==> config.mk <==
export PLATFORM = sky130hd
export DESIGN_NAME = gps_channel_top
export DESIGN_NICKNAME = d
export VERILOG_FILES = /design/src/hdl/gps_pkg.sv /design/src/hdl/gps_channel_top.sv /design/src/hdl/status_display.sv /design/src/hdl/result_credit_tx.sv /design/src/hdl/correlator.sv /design/src/hdl/ca_code_gen.sv /design/src/hdl/carrier_nco.sv /design/src/hdl/sample_pacer.sv
export SDC_FILE = /design/constraint.sdc
export NUM_CORES = 1
export LEC_CHECK = 0
export BUFFER_PORTS_ARGS = -buffer_cell sky130_fd_sc_hd__buf_2
export CAP_MARGIN = 15
export CORE_UTILIZATION = 55
export CTS_CLUSTER_SIZE = 24
export DETAILED_ROUTE_END_ITERATION = 8
export GPL_ROUTABILITY_DRIVEN = 0
export PLACE_DENSITY = 0.83
export SETUP_SLACK_MARGIN = 0.2
export SYNTH_ARGS = -nofsm -noshare
export SYNTH_HDL_FRONTEND = slang
export SYNTH_HIERARCHICAL = 1
export SYNTH_SLANG_ARGS = --single-unit
==> constraint.sdc <==
create_clock -name clk_16_8 -period 6.9 [get_ports clk_16_8]
set_input_delay 0.69 -clock clk_16_8 [delete_from_list [all_inputs] [get_ports clk_16_8]]
set_output_delay 0.69 -clock clk_16_8 [all_outputs]
set_load 0.005 [all_outputs]
==> src/hdl/gps_pkg.sv <==
package gps_pkg;

   // Sample and replica widths
   localparam int SAMPLE_W   = 3;              // Front-end sample, two's complement
   localparam int REPLICA_W  = 3;              // Carrier replica, values +-1 and +-3
   localparam int ACC_W      = 16;             // Accumulator and result width, signed

   // NCOs and code
   localparam int NCO_W      = 32;             // Phase accumulator for carrier and code
   localparam int CHIP_IDX_W = 10;             // Chip counter width
   localparam int CODE_LEN   = 1023;           // Chips per C/A period
   localparam int PRN_W      = 5;              // prn_i 0..31 selects PRN 1..32
   localparam int CA_REG_W   = 10;             // G1 and G2 register length
   localparam int TAP_W      = 4;              // One G2 stage number, 1..10

   // G2 phase select, {stage_a, stage_b} per PRN, stage 1 is the input end
   localparam logic [2*TAP_W-1:0] G2_TAPS [32] = '{
      8'h26, 8'h37, 8'h48, 8'h59,              // PRN 1-4
      8'h19, 8'h2A, 8'h18, 8'h29,              // PRN 5-8
      8'h3A, 8'h23, 8'h34, 8'h56,              // PRN 9-12
      8'h67, 8'h78, 8'h89, 8'h9A,              // PRN 13-16
      8'h14, 8'h25, 8'h36, 8'h47,              // PRN 17-20
      8'h58, 8'h69, 8'h13, 8'h46,              // PRN 21-24
      8'h57, 8'h68, 8'h79, 8'h8A,              // PRN 25-28
      8'h16, 8'h27, 8'h38, 8'h49               // PRN 29-32
   };

   // Eight-phase carrier replica, indexed by top 3 phase bits
   localparam logic signed [REPLICA_W-1:0] COS_TABLE [8] = '{
      3'sd3,  3'sd1,  -3'sd1, -3'sd3,          // 0 .. 135 deg
      -3'sd3, -3'sd1, 3'sd1,  3'sd3            // 180 .. 315 deg
   };
   localparam logic signed [REPLICA_W-1:0] SIN_TABLE [8] = '{
      3'sd1,  3'sd3,  3'sd3,  3'sd1,           // Upper half cycle
      -3'sd1, -3'sd3, -3'sd3, -3'sd1           // Lower half cycle
   };
   localparam int PHASE_IDX_W = 3;             // Bits of phase used for the lookup

   // Sample pacing
   localparam int PACE_DIV   = 84;             // 16.8 MHz / 84 = 200 kHz
   localparam int PACE_CNT_W = $clog2(PACE_DIV);

   // Result path toward the host
   localparam int RES_FIFO_DEPTH = 4;          // I/Q pairs held under back-pressure
   localparam int RES_PTR_W      = $clog2(RES_FIFO_DEPTH);
   localparam int RES_CNT_W      = $clog2(RES_FIFO_DEPTH + 1);
   localparam int CREDIT_INIT    = 2;          // Host buffer slots granted at reset
   localparam int CREDIT_W       = 3;

   // Status display
   localparam int DISP_SEL_W = 2;              // 0 I, 1 Q, 2 chip index, 3 dump count
   localparam int SEG_W      = 7;              // Segments per digit, active low
   localparam int NIB_W      = 4;              // Hex digit

endpackage
==> src/hdl/gps_channel_top.sv <==
module gps_channel_top import gps_pkg::*; (
   input  logic                    clk_16_8,         // 16.8 MHz sample clock
   input  logic                    rst_n_i,          // Sync reset, active low
   input  logic                    sample_valid_i,   // Feed strobe
   input  logic                    full_rate_i,      // 1 = 16.8 MHz, 0 = 200 kHz
   input  logic                    credit_return_i,  // Host returns one credit
   input  logic [SAMPLE_W-1:0]     sample_data_i,    // 3-bit IF sample
   input  logic [PRN_W-1:0]        prn_i,            // Satellite select
   input  logic [NCO_W-1:0]        code_inc_i,       // Code rate word
   input  logic [NCO_W-1:0]        carrier_inc_i,    // Carrier Doppler word
   input  logic [DISP_SEL_W-1:0]   disp_sel_i,       // Display source
   output logic                    ca_bit_o,         // Prompt C/A chip
   output logic                    result_valid_o,   // Result to host
   output logic                    overflow_o,       // Result lost, sticky
   output logic signed [ACC_W-1:0] result_i_o,
   output logic signed [ACC_W-1:0] result_q_o,
   output logic [SEG_W-1:0]        hex0_o,
   output logic [SEG_W-1:0]        hex1_o,
   output logic [SEG_W-1:0]        hex2_o,
   output logic [SEG_W-1:0]        hex3_o
);

   logic                        sample_en;   // Accepted sample
   logic signed [REPLICA_W-1:0] cos_rep;
   logic signed [REPLICA_W-1:0] sin_rep;
   logic                        chip;
   logic                        epoch;       // Code period boundary
   logic [CHIP_IDX_W-1:0]       chip_idx;
   logic                        dump_valid;
   logic signed [ACC_W-1:0]     dump_i;
   logic signed [ACC_W-1:0]     dump_q;

   assign ca_bit_o = chip;

   sample_pacer u_pacer (
      .clk_16_8(clk_16_8), .rst_n_i(rst_n_i), .sample_valid_i(sample_valid_i),
      .full_rate_i(full_rate_i), .sample_en_o(sample_en));

   carrier_nco u_carrier (
      .clk_16_8(clk_16_8), .rst_n_i(rst_n_i), .sample_en_i(sample_en),
      .carrier_inc_i(carrier_inc_i), .cos_o(cos_rep), .sin_o(sin_rep));

   ca_code_gen u_code (
      .clk_16_8(clk_16_8), .rst_n_i(rst_n_i), .sample_en_i(sample_en),
      .prn_i(prn_i), .code_inc_i(code_inc_i), .chip_o(chip),
      .epoch_o(epoch), .chip_idx_o(chip_idx));

   correlator u_corr (
      .clk_16_8(clk_16_8), .rst_n_i(rst_n_i), .sample_en_i(sample_en),
      .chip_i(chip), .epoch_i(epoch), .sample_i(sample_data_i),
      .cos_i(cos_rep), .sin_i(sin_rep), .dump_valid_o(dump_valid),
      .dump_i_o(dump_i), .dump_q_o(dump_q));

   result_credit_tx u_tx (
      .clk_16_8(clk_16_8), .rst_n_i(rst_n_i), .dump_valid_i(dump_valid),
      .credit_return_i(credit_return_i), .dump_i_i(dump_i), .dump_q_i(dump_q),
      .result_valid_o(result_valid_o), .overflow_o(overflow_o),
      .result_i_o(result_i_o), .result_q_o(result_q_o));

   status_display u_disp (
      .clk_16_8(clk_16_8), .rst_n_i(rst_n_i), .dump_valid_i(dump_valid),
      .dump_i_i(dump_i), .dump_q_i(dump_q), .chip_idx_i(chip_idx),
      .disp_sel_i(disp_sel_i), .hex0_o(hex0_o), .hex1_o(hex1_o),
      .hex2_o(hex2_o), .hex3_o(hex3_o));

endmodule

==> src/hdl/status_display.sv <==
module status_display import gps_pkg::*; (
   input  logic                    clk_16_8,      // Sample clock
   input  logic                    rst_n_i,       // Sync reset, active low
   input  logic                    dump_valid_i,  // Correlator dump strobe
   input  logic signed [ACC_W-1:0] dump_i_i,
   input  logic signed [ACC_W-1:0] dump_q_i,
   input  logic [CHIP_IDX_W-1:0]   chip_idx_i,    // Live code position
   input  logic [DISP_SEL_W-1:0]   disp_sel_i,    // Which value to show
   output logic [SEG_W-1:0]        hex0_o,        // Low nibble
   output logic [SEG_W-1:0]        hex1_o,
   output logic [SEG_W-1:0]        hex2_o,
   output logic [SEG_W-1:0]        hex3_o         // High nibble
);

   logic [ACC_W-1:0] last_i;     // Most recent dump
   logic [ACC_W-1:0] last_q;
   logic [ACC_W-1:0] dump_cnt;   // Dumps since reset, wraps
   logic [ACC_W-1:0] disp_val;   // Four hex digits

   // Hex digit to segments gfedcba, active low
   function automatic logic [SEG_W-1:0] seg_decode(input logic [NIB_W-1:0] nib);
      case (nib)
         4'h0: seg_decode = 7'h40;
         4'h1: seg_decode = 7'h79;
         4'h2: seg_decode = 7'h24;
         4'h3: seg_decode = 7'h30;
         4'h4: seg_decode = 7'h19;
         4'h5: seg_decode = 7'h12;
         4'h6: seg_decode = 7'h02;
         4'h7: seg_decode = 7'h78;
         4'h8: seg_decode = 7'h00;
         4'h9: seg_decode = 7'h10;
         4'hA: seg_decode = 7'h08;
         4'hB: seg_decode = 7'h03;
         4'hC: seg_decode = 7'h46;
         4'hD: seg_decode = 7'h21;
         4'hE: seg_decode = 7'h06;
         default: seg_decode = 7'h0E;  // F
      endcase
   endfunction

   // Capture every dump, zero after reset so digits read 0000
   always_ff @(posedge clk_16_8) begin
      if (!rst_n_i) begin
         last_i   <= '0;
         last_q   <= '0;
         dump_cnt <= '0;
      end else if (dump_valid_i) begin
         last_i   <= dump_i_i;
         last_q   <= dump_q_i;
         dump_cnt <= dump_cnt + 1'b1;
      end
   end

   always_comb begin
      case (disp_sel_i)
         2'd0:    disp_val = last_i;
         2'd1:    disp_val = last_q;
         2'd2:    disp_val = ACC_W'(chip_idx_i);  // Zero-extended
         default: disp_val = dump_cnt;
      endcase
   end

   assign hex0_o = seg_decode(disp_val[3:0]);
   assign hex1_o = seg_decode(disp_val[7:4]);
   assign hex2_o = seg_decode(disp_val[11:8]);
   assign hex3_o = seg_decode(disp_val[15:12]);

endmodule

==> src/hdl/result_credit_tx.sv <==
module result_credit_tx import gps_pkg::*; (
   input  logic                    clk_16_8,         // Sample clock
   input  logic                    rst_n_i,          // Sync reset, active low
   input  logic                    dump_valid_i,     // New I/Q pair from correlator
   input  logic                    credit_return_i,  // Host freed one slot
   input  logic signed [ACC_W-1:0] dump_i_i,
   input  logic signed [ACC_W-1:0] dump_q_i,
   output logic                    result_valid_o,   // One clock per result
   output logic                    overflow_o,       // Sticky, a dump was lost
   output logic signed [ACC_W-1:0] result_i_o,
   output logic signed [ACC_W-1:0] result_q_o
);

   logic signed [ACC_W-1:0] mem_i [RES_FIFO_DEPTH];  // Pair storage
   logic signed [ACC_W-1:0] mem_q [RES_FIFO_DEPTH];
   logic [RES_PTR_W-1:0]    wr_ptr;
   logic [RES_PTR_W-1:0]    rd_ptr;
   logic [RES_CNT_W-1:0]    fill;                    // Entries held
   logic [CREDIT_W-1:0]     credits;                 // Slots free at the host
   logic                    full;
   logic                    push;
   logic                    pop;

   assign full = (fill == RES_CNT_W'(RES_FIFO_DEPTH));
   assign push = dump_valid_i & ~full;                // Dump while full is dropped
   assign pop  = (fill != '0) & (credits != '0);      // One per clock with credit

   // Control state
   always_ff @(posedge clk_16_8) begin
      if (!rst_n_i) begin
         wr_ptr         <= '0;
         rd_ptr         <= '0;
         fill           <= '0;
         credits        <= CREDIT_W'(CREDIT_INIT);
         result_valid_o <= 1'b0;
         overflow_o     <= 1'b0;
      end else begin
         result_valid_o <= pop;
         if (push) wr_ptr <= wr_ptr + 1'b1;
         if (pop) rd_ptr <= rd_ptr + 1'b1;
         if (push && !pop) fill <= fill + 1'b1;
         else if (pop && !push) fill <= fill - 1'b1;
         if (pop && !credit_return_i) credits <= credits - 1'b1;  // Send consumes
         else if (credit_return_i && !pop) credits <= credits + 1'b1; // Both cancel
         if (dump_valid_i && full) overflow_o <= 1'b1;
      end
   end

   // Payload path
   always_ff @(posedge clk_16_8) begin
      if (push) begin
         mem_i[wr_ptr] <= dump_i_i;
         mem_q[wr_ptr] <= dump_q_i;
      end
      if (pop) begin
         result_i_o <= mem_i[rd_ptr];  // Held until next send
         result_q_o <= mem_q[rd_ptr];
      end
   end

endmodule

==> src/hdl/correlator.sv <==
module correlator import gps_pkg::*; (
   input  logic                        clk_16_8,      // Sample clock
   input  logic                        rst_n_i,       // Sync reset, active low
   input  logic                        sample_en_i,   // Accepted sample
   input  logic                        chip_i,        // Prompt chip, 1 maps to -1
   input  logic                        epoch_i,       // Sample closes the code period
   input  logic signed [SAMPLE_W-1:0]  sample_i,      // Raw sample
   input  logic signed [REPLICA_W-1:0] cos_i,         // Carrier replica I
   input  logic signed [REPLICA_W-1:0] sin_i,         // Carrier replica Q
   output logic                        dump_valid_o,  // One clock after epoch sample
   output logic signed [ACC_W-1:0]     dump_i_o,      // Prompt I over one period
   output logic signed [ACC_W-1:0]     dump_q_o       // Prompt Q over one period
);

   logic signed [ACC_W-1:0] prod_c;    // sample * cos
   logic signed [ACC_W-1:0] prod_s;    // sample * sin
   logic signed [ACC_W-1:0] term_i;    // After carrier and code wipe-off
   logic signed [ACC_W-1:0] term_q;
   logic signed [ACC_W-1:0] acc_i;     // Running prompt sums
   logic signed [ACC_W-1:0] acc_q;
   logic signed [ACC_W-1:0] sum_i;     // Sums including this sample
   logic signed [ACC_W-1:0] sum_q;

   // Mix down, products fit easily in ACC_W
   assign prod_c = ACC_W'(sample_i) * ACC_W'(cos_i);
   assign prod_s = ACC_W'(sample_i) * ACC_W'(sin_i);

   // Q uses -sin, code chip 1 flips both arms
   assign term_i = chip_i ? -prod_c : prod_c;
   assign term_q = chip_i ? prod_s : -prod_s;

   assign sum_i = acc_i + term_i;
   assign sum_q = acc_q + term_q;

   // Accumulators and dump strobe
   always_ff @(posedge clk_16_8) begin
      if (!rst_n_i) begin
         acc_i        <= '0;
         acc_q        <= '0;
         dump_valid_o <= 1'b0;
      end else begin
         dump_valid_o <= sample_en_i & epoch_i;
         if (sample_en_i) begin
            if (epoch_i) begin
               acc_i <= '0;            // Next period starts empty
               acc_q <= '0;
            end else begin
               acc_i <= sum_i;
               acc_q <= sum_q;
            end
         end
      end
   end

   // Dump data, epoch sample already included
   always_ff @(posedge clk_16_8) begin
      if (sample_en_i && epoch_i) begin
         dump_i_o <= sum_i;
         dump_q_o <= sum_q;
      end
   end

endmodule

==> src/hdl/ca_code_gen.sv <==
module ca_code_gen import gps_pkg::*; (
   input  logic                  clk_16_8,     // Sample clock
   input  logic                  rst_n_i,      // Sync reset, active low
   input  logic                  sample_en_i,  // Accepted sample
   input  logic [PRN_W-1:0]      prn_i,        // PRN number minus one
   input  logic [NCO_W-1:0]      code_inc_i,   // Code phase step, 2^32 = one chip
   output logic                  chip_o,       // Current C/A chip
   output logic                  epoch_o,      // Last chip of period ends on this sample
   output logic [CHIP_IDX_W-1:0] chip_idx_o    // Chip position 0..1022
);

   logic [NCO_W-1:0]      code_phase;   // Fractional chip phase
   logic [NCO_W:0]        code_sum;     // Carry out = chip boundary
   logic                  chip_adv;     // Move to next chip
   logic [CHIP_IDX_W-1:0] chip_idx;
   logic [CA_REG_W-1:0]   g1;           // Bit 0 = stage 1, bit 9 = stage 10
   logic [CA_REG_W-1:0]   g2;
   logic [2*TAP_W-1:0]    taps;         // G2 stage pair for this PRN
   logic [TAP_W-1:0]      tap_a;
   logic [TAP_W-1:0]      tap_b;
   logic                  g1_fb;        // 1 + x^3 + x^10
   logic                  g2_fb;        // 1 + x^2 + x^3 + x^6 + x^8 + x^9 + x^10

   assign code_sum = {1'b0, code_phase} + {1'b0, code_inc_i};
   assign chip_adv = sample_en_i & code_sum[NCO_W];
   assign epoch_o  = chip_adv & (chip_idx == CHIP_IDX_W'(CODE_LEN - 1)); // 1022 -> 0

   assign g1_fb = g1[2] ^ g1[9];
   assign g2_fb = g2[1] ^ g2[2] ^ g2[5] ^ g2[7] ^ g2[8] ^ g2[9];

   // Phase selector taps, stages numbered from 1
   assign taps  = G2_TAPS[prn_i];
   assign tap_a = taps[2*TAP_W-1:TAP_W];
   assign tap_b = taps[TAP_W-1:0];

   // Outputs show state before the sample's update
   assign chip_o     = g1[CA_REG_W-1] ^ g2[tap_a - 4'd1] ^ g2[tap_b - 4'd1];
   assign chip_idx_o = chip_idx;

   always_ff @(posedge clk_16_8) begin
      if (!rst_n_i) begin
         code_phase <= '0;
         chip_idx   <= '0;
         g1         <= '1;                  // All ones at start of period
         g2         <= '1;
      end else if (sample_en_i) begin
         code_phase <= code_sum[NCO_W-1:0];
         if (epoch_o) begin
            chip_idx <= '0;                 // New period, reload both registers
            g1       <= '1;
            g2       <= '1;
         end else if (chip_adv) begin
            chip_idx <= chip_idx + 1'b1;
            g1       <= {g1[CA_REG_W-2:0], g1_fb};
            g2       <= {g2[CA_REG_W-2:0], g2_fb};
         end
      end
   end

endmodule

==> src/hdl/carrier_nco.sv <==
module carrier_nco import gps_pkg::*; (
   input  logic                        clk_16_8,       // Sample clock
   input  logic                        rst_n_i,        // Sync reset, active low
   input  logic                        sample_en_i,    // Advance phase on accepted sample
   input  logic [NCO_W-1:0]            carrier_inc_i,  // Phase step per sample
   output logic signed [REPLICA_W-1:0] cos_o,          // In-phase replica
   output logic signed [REPLICA_W-1:0] sin_o           // Quadrature replica
);

   logic [NCO_W-1:0]       phase;      // Carrier phase, full turn = 2^NCO_W
   logic [PHASE_IDX_W-1:0] phase_idx;  // Octant of the current phase

   // Phase accumulator, wraps naturally
   always_ff @(posedge clk_16_8) begin
      if (!rst_n_i) begin
         phase <= '0;
      end else if (sample_en_i) begin
         phase <= phase + carrier_inc_i;
      end
   end

   // Lookup uses phase before this sample's update
   assign phase_idx = phase[NCO_W-1 -: PHASE_IDX_W];

   assign cos_o = COS_TABLE[phase_idx];  // +-1 / +-3 levels
   assign sin_o = SIN_TABLE[phase_idx];

endmodule

==> src/hdl/sample_pacer.sv <==
module sample_pacer import gps_pkg::*; (
   input  logic clk_16_8,              // 16.8 MHz sample clock
   input  logic rst_n_i,               // Sync reset, active low
   input  logic sample_valid_i,        // Feed offers a sample
   input  logic full_rate_i,           // 1 = every clock, 0 = once per PACE_DIV
   output logic sample_en_o            // Sample accepted this clock
);

   logic [PACE_CNT_W-1:0] div_cnt;     // Down-counter, free running
   logic                  div_tick;    // High one clock in PACE_DIV

   // Divider runs from reset regardless of mode or valid
   always_ff @(posedge clk_16_8) begin
      if (!rst_n_i) begin
         div_cnt  <= PACE_CNT_W'(PACE_DIV - 1);
         div_tick <= 1'b0;
      end else begin
         div_tick <= (div_cnt == '0);  // Registered tick
         if (div_cnt == '0) begin
            div_cnt <= PACE_CNT_W'(PACE_DIV - 1); // Reload
         end else begin
            div_cnt <= div_cnt - 1'b1;
         end
      end
   end

   // Full rate passes valid straight on, divided mode waits for the tick
   assign sample_en_o = sample_valid_i & (full_rate_i | div_tick);

endmodule

==> summary.md <==
| Metric | Value |
|---|---|
| Run status | `finished clean` |
| Synthesized area | `22310 µm²` |
| Unrepaired setup endpoints after global routing | `false` |
| Yosys top cell by area | `edfxtp_1` |
| Post-CTS setup buffers | `0` |
| Synth area leaders | `edfxtp_1, dfxtp_1, ha_1, mux4_2, mux2i_1` |
| Crit path kind | `register to register` |
| FF+latch count, synth | `387` |
| # rows | `73` |
| Finished Layout Cells | `2777` |
| Placed cells | `2695` |
| Hold Path Class | `register to register` |
| Combinational power share | `0.320` |
| Total CTS buffers | `43` |
| Hold Path End | `u_pacer/div_cnt[0]$_SDFF_PP1_` |
| Clock group share of total power | `0.307` |
| First-pass GRT wire length | `82460 µm` |
| Fin crit share | `0.8502` |
| Sw power | `2516 µW` |
| Initial antenna violation count | `2` |
| Initial detailed-routing violation count | `1319` |
| Final setup viols | `0` |
| Core box area | `39910 µm²` |
| Async SR Flop Fraction | `0` |
| Clock Latency Late Sink | `590 ps` |
| Top cells by count, synth | `dfxtp_1, edfxtp_1, ha_1` |
| GRT Total Usage | `0.2475` |
| Post-route ant nets | `0` |
| Setup TNS | `0 ps` |
| Register area share after synthesis | `0.4333` |
| Initial core utilization | `0.5590` |
| Fin. Hold Viols | `0` |
| CTS Sinks | `387` |
| Post-route DRC | `0` |
| Area of the multi-input gates | `11840 µm²` |
| Overflow after GRT | `0` |
| DP HPWL | `35210 µm` |
| Yosys top cell area share | `0.2584` |
| Achievable frequency | `0.1705 GHz` |
| Gate Count Post-Synth | `2104` |
| Fin nets | `2464` |
| H-tree Lvls | `2` |
| Die Y | `203.4 µm` |
| I/O pins | `142` |
| Critical Path AT | `6200 ps` |
| # port buffers | `141` |
| Fin util | `0.6222` |
| Worst slew margin | `0.2820` |
| Final hold slack | `410.6 ps` |
| CTS tree | `built` |
| Die X | `203.4 µm` |
| Syn. warnings | `6` |
| CP max FO | `8` |
| Syn_area_per_cell | `10.61 µm²` |
| Post_cts resized | `0` |
| Clock tree buffer depth | `3` |
| Worst reg2reg path startpoint | `u_carrier/phase[31]$_SDFFE_PN0P_` |
| Seq. cell area | `9672 µm²` |
| Pin count of the biggest net entering global routing | `80` |
| Crit path launch type | `register` |
| Main synth FF type | `dfxtp_1` |
| Filler Cell Count | `3048` |
| Hold path cells | `1` |
| Pwr/cell area | `307.7 nW/µm²` |
| Routed wire per std cell | `18.47 µm` |
| CTS Root Buffer Type | `clkbuf_16` |
| Flop pwr share | `0.373` |
| Max VDD drop | `198.3 µV` |
| Netlist cell types | `95` |
| LEAKAGE | `0.009894 µW` |
| Drt total wl | `51280 µm` |
| Reg clk slew, reported paths | `60 ps` |
| Sw Ratio | `0.3293` |
| Internal | `5125 µW` |
| Post-synth EDFFs | `192` |
| Clock Skews | `34.14 ps` |
| Most common cell in the netlist | `dfxtp_1` |
| Die ar. | `41380 µm²` |
| R2r endpoint | `u_corr/dump_i_o[12]$_DFFE_PP_` |
| DR vias | `16770` |
| CTS hold repair buffers | `0` |
| Layout area overhead | `11.30%` |
| Least-Margin Pin Slew | `1075 ps` |
| CP required | `7230 ps` |
| DRT Pass-1 Iters | `7` |
| Total power | `7641 µW` |
| Final Slew Violations | `0` |
| Vias per cell | `6.037` |
| R2R depth | `20` |
| R2R setup slack | `1030 ps` |
| Hold Startpoint | `u_pacer/div_cnt[0]$_SDFF_PP1_` |
| Vias in the first global route | `16520` |
| Critical Path End Type | `register` |
| Max cap viols | `0` |
| Post-route minimum period | `5866 ps` |
| Share of layout cells above drive strength 1 | `0.1368` |
## layer usage
layer | up-vias | share of wire | GRT usage
met1 | 8057 | 0.41 | 0.2978
met4 | 4 | 0.036 | 0.1055
met2 | 613 | 0.50 | 0.4393
li1 | 7978 | - | -
met5 | - | 0.00049 | 0
met3 | 114 | 0.061 | 0.03723
## placed cells by master, fill, tap and decap left out, types with 10 or more instances in the layout
cell type	count
or3_1	12
a211oi_1	13
nor2b_1	102
nand2_1	132
mux4_2	43
nor2_1	114
mux2i_1	92
nand3b_1	14
xnor2_1	74
a22o_1	15
and2_1	31
edfxtp_1	192
clkbuf_1	10
fa_1	14
nand4_1	21
dfxtp_1	193
xor2_1	50
buf_2	140
inv_1	88
buf_4	15
nand3_1	41
nand2b_1	13
clkbuf_16	44
o21ai_0	125
a31oi_1	15
o211ai_1	15
o21a_1	19
a21o_1	44
and3_1	30
nor3_1	52
ha_1	154
o22ai_1	16
a21oi_1	122
## power groups by stage
stage                     Combinational, µW  Sequential, µW  Clock, µW
after floorplan                        1800            2880          0
after global placement                 2280            2890          0
after detailed placement               2380            2900          0
after CTS                              2410            2850       2390
after global routing                   2680            2870       2470
final                                  2440            2850       2350
## stage by stage
| stage | instance area, µm² | worst slack, ps |
|---|---|---|
| final | 24840 | 1034 |
| after global routing | 24830 | 587.6 |
| after CTS | 24810 | 1111 |
| after detailed placement | 23340 | 602.4 |
| after global placement | 23330 | 814.7 |
| after floorplan | 22320 | 1335 |
## sequential cells by signal (all words and copies together) (netlist names), 32 cells and up
register,cells
u_tx/mem_q,64
u_code/code_phase,32
u_carrier/phase,32
u_tx/mem_i,64
## logic make-up after synthesis
| logic type | count (synthesis) | synth area share |
|---|---|---|
| flip-flops | 387 | 0.4333 |
| multiplexers | 153 | 0.09981 |
| AND/OR/NAND/NOR | 607 | 0.1413 |
| adder cells (fa/ha/maj) | 169 | 0.09936 |
| AO/OA/AOI/OAI | 481 | 0.1404 |
| XOR/XNOR | 124 | 0.04867 |
| other | 1 | 0.0001681 |
| buffers and inverters | 182 | 0.03695 |
## final cells by class
type                    count  share of cell area
clock inverters            22             0.01179
well taps                 525             0.02645
clock buffers              57             0.04751
repair buffers            158             0.03411
diodes                      1           0.0001008
inverters                  91             0.01375
flip-flops and latches    387              0.3894
multi-input cells        1536              0.4768
## worst max-delay path: stages, from the launching register on
cell and delay [ps]:
dfxtp_1 360, xnor2_1 340, nand2_1 110, fa_1 470, fa_1 390, inv_1 60
ha_1 120, inv_1 50, fa_1 370, xnor2_1 150, xnor2_1 590, nand3_1 300
ha_1 340, o21ai_0 300, ha_1 330, o21a_1 200, o21ai_0 370, o31ai_1 140
a211oi_1 350, o21bai_1 140, xor2_1 150
## worst max path at each step
| stage | slack (ps) | startpoint | cells after the start | end |
|---|---|---|---|---|
| 2_1_floorplan | 1340 | prn_i[1] | 22 | u_corr/dump_i_o[12]$_DFFE_PP_ |
| 6_report | 1030 | u_carrier/phase[31]$_SDFFE_PN0P_ | 20 | u_corr/dump_i_o[12]$_DFFE_PP_ |
| 3_5_place_dp | 600 | prn_i[0] | 22 | u_corr/dump_i_o[12]$_DFFE_PP_ |
| 4_1_cts | 1110 | u_carrier/phase[31]$_SDFFE_PN0P_ | 20 | u_corr/dump_i_o[12]$_DFFE_PP_ |
| 5_1_grt | 590 | u_carrier/phase[31]$_SDFFE_PN0P_ | 20 | u_corr/dump_i_o[12]$_DFFE_PP_ |
| 3_3_place_gp | 810 | prn_i[0] | 22 | u_corr/dump_i_o[12]$_DFFE_PP_ |
Power figures use the tool's default switching activity.
